==> src/common/mb_regs_defs.svh <==
// register map constants for the motherboard register subsystem
// base addresses, sizes, offsets, status codes, timeout, signature

`ifndef MB_REGS_DEFS_SVH
`define MB_REGS_DEFS_SVH

// --------------------------------------------------
// ctrlport response status codes
// --------------------------------------------------
`define CTRL_STS_OKAY           2'd0
`define CTRL_STS_CMDERR         2'd1

// --------------------------------------------------
// general block
// --------------------------------------------------
`define GENERAL_REG_BASE        20'h00000
`define GENERAL_REG_SIZE        20'h20

// offsets from the general block base
`define SIGNATURE_OFFS          20'h0
`define SCRATCH_OFFS            20'h4
`define WRITE_COUNT_OFFS        20'h8

// reads back as ascii "MBRG"
`define MB_SIGNATURE            32'h4D425247

// --------------------------------------------------
// versioning block
// --------------------------------------------------
// 1 KiB aligned, component index sits in addr[9:4]
`define VERSIONING_REG_BASE     20'h00400
`define MAX_NUM_OF_COMPONENTS   64
// four 32-bit words per component
`define VERSIONING_REG_SIZE     (`MAX_NUM_OF_COMPONENTS * 16)

// offsets within one 16-byte component slot
`define CURRENT_VERSION_OFFS    4'h0
`define OLDEST_COMPATIBLE_OFFS  4'h4
`define LAST_MODIFIED_OFFS      4'h8
`define RESERVED_OFFS           4'hC

// cycles the splitter waits for a slave before erroring out
`define SPLITTER_TIMEOUT        16

`endif

==> src/common/mb_regs_pkg.sv <==
// shared types for the motherboard register subsystem
// ctrlport request/response structs, version structs, splitter states

`include "mb_regs_defs.svh"

package mb_regs_pkg;

  // --------------------------------------------------
  // ctrlport field widths
  // --------------------------------------------------
  typedef logic [19:0] ctrl_addr_t;
  typedef logic [31:0] ctrl_data_t;
  typedef logic [1:0]  ctrl_status_t;

  // --------------------------------------------------
  // versioning
  // --------------------------------------------------
  // major/minor/build packed into one word
  typedef logic [31:0] version_t;
  // hex YYMMDDHH
  typedef logic [31:0] timestamp_t;

  // one component, current version in the low word
  typedef struct packed {
    timestamp_t last_modified;
    version_t   oldest_compatible;
    version_t   current;
  } component_versions_t;

  // all components, index 0 in the lowest 96 bits
  typedef component_versions_t [`MAX_NUM_OF_COMPONENTS-1:0] version_info_t;

  // --------------------------------------------------
  // ctrlport bus
  // --------------------------------------------------
  // one-cycle request, wr and rd never both high
  typedef struct packed {
    logic       wr;
    logic       rd;
    ctrl_addr_t addr;
    ctrl_data_t data;
  } ctrlport_req_t;

  // data only meaningful while ack is high
  typedef struct packed {
    logic         ack;
    ctrl_status_t status;
    ctrl_data_t   data;
  } ctrlport_resp_t;

  typedef enum logic [1:0] {
    st_idle,
    st_wait,
    st_timeout
  } splitter_state_t;

endpackage

==> src/verilog/ctrlport_splitter.sv <==
// ctrlport splitter: broadcast request to all slaves, merge responses
// error ack after a fixed timeout when no slave claims the address

`timescale 1ns/10ps

`include "mb_regs_defs.svh"

`default_nettype none

module ctrlport_splitter
  import mb_regs_pkg::*;
#(
  parameter int NUM_SLAVES = 2
) (
  input  wire logic                       s_ctrlport_clk,
  input  wire logic                       s_ctrlport_rst,
  // from the bus master
  input  ctrlport_req_t                   s_req,
  output ctrlport_resp_t                  s_resp,
  // to the register blocks
  output ctrlport_req_t                   m_req,
  input  ctrlport_resp_t [NUM_SLAVES-1:0] m_resp
);

  // counter covers 0 .. timeout-1
  localparam int               CNT_W    = $clog2(`SPLITTER_TIMEOUT + 1);
  localparam logic [CNT_W-1:0] CNT_LAST = CNT_W'(`SPLITTER_TIMEOUT - 1);

  splitter_state_t       state;
  logic [CNT_W-1:0]      wait_cnt;
  logic [NUM_SLAVES-1:0] slave_ack;
  logic                  req_valid;
  ctrlport_resp_t        merged_resp;

  assign req_valid = s_req.wr | s_req.rd;

  // --------------------------------------------------
  // response merge
  // --------------------------------------------------
  // walk down so the lowest acking index wins
  always_comb begin
    merged_resp = '0;
    for (int i = NUM_SLAVES - 1; i >= 0; i--) begin
      slave_ack[i] = m_resp[i].ack;
      if (m_resp[i].ack) begin
        merged_resp = m_resp[i];
      end
    end
  end

  // --------------------------------------------------
  // transaction FSM
  // --------------------------------------------------
  always_ff @(posedge s_ctrlport_clk) begin
    if (s_ctrlport_rst) begin
      state         <= st_idle;
      wait_cnt      <= '0;
      m_req.wr      <= 1'b0;
      m_req.rd      <= 1'b0;
      s_resp.ack    <= 1'b0;
      s_resp.status <= `CTRL_STS_OKAY;
    end else begin
      // strobes are one-cycle pulses
      m_req.wr   <= 1'b0;
      m_req.rd   <= 1'b0;
      s_resp.ack <= 1'b0;

      case (state)
        st_idle: begin
          if (req_valid) begin
            m_req    <= s_req;
            wait_cnt <= '0;
            state    <= st_wait;
          end
        end
        st_wait: begin
          // slaves answer one cycle after m_req
          if (merged_resp.ack) begin
            s_resp <= merged_resp;
            state  <= st_idle;
          end else if (wait_cnt == CNT_LAST) begin
            state <= st_timeout;
          end else begin
            wait_cnt <= wait_cnt + 1'b1;
          end
        end
        st_timeout: begin
          // nobody owns the address
          s_resp.ack    <= 1'b1;
          s_resp.status <= `CTRL_STS_CMDERR;
          s_resp.data   <= '0;
          state         <= st_idle;
        end
        default: begin
          state <= st_idle;
        end
      endcase
    end
  end

  // --------------------------------------------------
  // checks
  // --------------------------------------------------
  // overlapping address ranges in the slaves
  one_slave_ack_a : assert property (
    @(posedge s_ctrlport_clk) disable iff (s_ctrlport_rst)
    $onehot0(slave_ack)
  ) else $error("ctrlport_splitter: more than one slave acked");

  // master must wait for ack, ctrlport has no back-pressure
  req_when_idle_a : assert property (
    @(posedge s_ctrlport_clk) disable iff (s_ctrlport_rst)
    req_valid |-> (state == st_idle)
  ) else $error("ctrlport_splitter: request while busy");

endmodule

`default_nettype wire

==> config.mk <==
export PLATFORM = sky130hd
export DESIGN_NAME = ctrlport_splitter
export DESIGN_NICKNAME = d
export VERILOG_FILES = /design/src/common/mb_regs_pkg.sv /design/src/verilog/ctrlport_splitter.sv
export VERILOG_INCLUDE_DIRS = /design/src /design/src/common
export SDC_FILE = /design/constraint.sdc
export NUM_CORES = 1
export LEC_CHECK = 0
export BUFFER_PORTS_ARGS = -buffer_cell sky130_fd_sc_hd__buf_2
export CORE_MARGIN = 2
export CORE_UTILIZATION = 29
export CTS_BUF_LIST = sky130_fd_sc_hd__clkbuf_8
export DETAILED_ROUTE_END_ITERATION = 16
export GPL_ROUTABILITY_DRIVEN = 0
export HOLD_SLACK_MARGIN = 0.12
export PLACE_DENSITY = 0.58
export SLEW_MARGIN = 25
export SYNTH_ARGS = -nofsm -noshare
export SYNTH_HDL_FRONTEND = slang
export SYNTH_SLANG_ARGS = --single-unit
==> constraint.sdc <==
create_clock -name s_ctrlport_clk -period 3.3 [get_ports s_ctrlport_clk]
set_input_delay 0.33 -clock s_ctrlport_clk [delete_from_list [all_inputs] [get_ports s_ctrlport_clk]]
set_output_delay 0.33 -clock s_ctrlport_clk [all_outputs]
set_load 0.01 [all_outputs]
==> metrics.md <==
| Metric | Value |
|---|---|
| Outcome | `finished, final reports clean` |
| Multi-input logic area | `815 um2` |
| Critical path cell sequence | `ha_1, and3_1, ha_1, or4b_4, a31oi_1, mux2i_1` |
| Layout Skew | `0.0127 ns` |
| Fmax | `0.472 GHz` |
| Ys Warns | `0` |
| Drt first-iter violations | `137` |
| Slowest stage delay, CP | `0.53 ns` |
| CTS tree | `built` |
| Crit path time final | `2.12 ns` |
| Post-detail-place hpwl | `6450 um` |
| Worst Tran Pin Value | `0.894 ns` |
| Area contributors post-synth | `edfxtp_1, mux2i_1, dfxtp_1` |
| Residual DRC count | `0` |
| Starting Density | `30.0%` |
| Critical Path Stages | `6` |
| TritonCTS Buffers | `9` |
| TritonCTS Sinks | `96` |
| Inserted Diodes | `0` |
| CTS root buffer | `clkbuf_8` |
| Fin. Hold Viols | `0` |
| DRT antenna net count | `0` |
| Die width | `116 um` |
| Synth Area per Inst | `16.0 um2` |
| Io pins | `215` |
| Buffers and inverters on the worst path | `0` |
| Critical path endpoint category | `flip-flop` |
| Rel. slew slack | `40.3%` |
| Drt total wl | `8490 um` |
| Initial antenna violation count | `0` |
| Ys async rst share | `0%` |
| Number of global-route vias before repair | `2499` |
| EDFF count, synth | `84` |
| Total negative slack | `0 ns` |
| Pin count of the biggest net entering global routing | `43` |
| Top_reg_cell synth | `edfxtp_1` |
| Critical Path AT | `2.34 ns` |
| Unrepaired setup endpoints after global routing | `false` |
| Share of the synthesized area in the top cell type | `69.2%` |
| Overall Global Routing Usage | `11.7%` |
| Syn Nets | `359` |
| DRT Pass-1 Iters | `4` |
| Max-Cap Viols | `0` |
| Max-slew violations | `0` |
| Critical path startpoint | `wait_cnt[0]` |
| Area Growth Syn to Fin | `45.6%` |
| FILL cells | `1123` |
| Drt wl/cell | `13.4 um` |
| FF+latch area | `0.00276 mm2` |
| Nets | `593` |
| GRT overflow | `0` |
| Clk buf depth | `2` |
| Max FO, Critical Path | `5` |
| Biggest area consumer among synthesized cells | `edfxtp_1` |
| Row cnt | `40` |
| Unique cell type count in the Yosys netlist | `32` |
| H-tree levels | `3` |
| Layout cells sized above 1 | `50.3%` |
| Slowest CP cell | `or4b_4` |
| Worst Hold Class | `input pin to flip-flop` |
| Synth Register Bits | `96` |
| Final setup viols | `0` |
| IO Port Bufs | `214` |
| Worst-Skew Late Latency | `0.35 ns` |
| Core area | `0.0122 mm2` |
| Leak Pwr | `0.00227 uW` |
| Final Cycle Share | `64.2%` |
| Die Height | `116 um` |
| Worst R2R Setup Slack | `1.18 ns` |
| Peak supply drop | `0.000211 V` |
| Netlist Area Pre-Place | `0.00365 mm2` |
| Sequential element share of the synthesized area | `75.8%` |
| Die Footprint | `0.0135 mm2` |
| Via-to-Cell Ratio | `4.22` |
| Critical Path RT | `3.52 ns` |
| Crit-path leading delay family | `simple AND/OR/NAND/NOR gates` |
| Crit Path Class | `flip-flop to flip-flop` |
| Crit path launch type | `flip-flop` |
| Cells after Synth | `228` |
| Start of the worst register-to-register path | `wait_cnt[0]` |
| Crit path to | `wait_cnt[0]` |
| Worst-path clk slew | `0.10 ns` |
| Final Core Density | `43.6%` |
| Global-route wire length before repair | `11900 um` |
| Worst R2R End | `wait_cnt[0]` |
| Critical path's most frequent cell | `ha_1` |
| Post-CTS setup repair buffer count | `0` |
| Reg2Reg Depth | `6` |
| Vias | `2679` |
| Pwr/cell area | `498 mW/mm2` |
## metrics by stage
stage	worst slack [ns]	hold slack, ns	area, um2	power (uW)	cells
floorplan	0.643	0.427	3650	1580	228
global placement	1.30	0.454	4910	1740	604
detailed placement	1.19	0.480	4910	1750	604
CTS	1.18	0.121	5240	2680	628
global route	1.07	0.117	5310	2760	635
finish	1.18	0.145	5310	2640	635
## state kept, by name (all words and copies together) (netlist names)
signal,flops
m_req,54
s_resp,35
state,2
wait_cnt,5
## how the worst min path moves through the flow
stage,to,from,depth (start not counted)
floorplan,wait_cnt[3],wait_cnt[3],1
global placement,wait_cnt[3],wait_cnt[3],1
detailed placement,wait_cnt[3],wait_cnt[3],1
CTS,m_req[39],s_req[39],1
global route,m_req[51],s_req[51],1
finish,m_req[15],s_req[15],1
## cells in the mapped netlist, drive strengths merged, types with 2 or more instances
| cell | n |
|---|---|
| nand2b | 2 |
| inv | 9 |
| and3 | 3 |
| dfxtp | 12 |
| nor2b | 2 |
| a21oi | 4 |
| ha | 5 |
| nor2 | 33 |
| nand2 | 4 |
| edfxtp | 84 |
| o21ai | 3 |
| or3b | 2 |
| buf | 5 |
| o211ai | 2 |
| a31oi | 3 |
| clkbuf | 4 |
| mux2i | 33 |
| a22oi | 2 |
| nor3b | 2 |
| o22ai | 2 |
| nand3 | 2 |
## logic make-up after synthesis
group           Yosys count  synth area share [%]
compound gates           21                  4.01
fa+ha+maj                 5                  1.72
mux                      33                  9.06
flops                    96                  75.8
simple gates             55                  7.34
buf+inv                  18                  2.09
## placed cells by master, fill, tap and decap left out, types with 4 or more instances in the layout
cell type      instances
buf_2                214
edfxtp_1              84
mux2i_1               33
nor2_1                32
dlygate4sd3_1         15
dfxtp_1               12
inv_1                 10
clkbuf_8               9
ha_1                   5
nand2_1                4
a21oi_1                4
## report_power, final
group	total [uW]	internal (uW)	switching, uW
sequential	1420	1400	16.8
combinational	308	145	163
clock	918	506	411
## area by class of cell
cell class	count	area share, %
inverters	9	0.636
repair buffers	232	23.4
clock buffers	9	2.33
multi-input cells	114	15.3
well taps	168	3.96
flip-flops and latches	96	52.1
clock inverters	7	2.24
## repair_timing
item,in CTS,in global routing
hold endpoints to repair,8,7
hold buffers,8,7
resized for setup,0,0
## layer usage
metal | global-route usage, % | routed length [um]
met5 | 0 | 0
met4 | 4.52 | 119
met3 | 4.93 | 998
met2 | 19.2 | 3890
met1 | 13.6 | 3480
(Power assumes the default switching activity.)
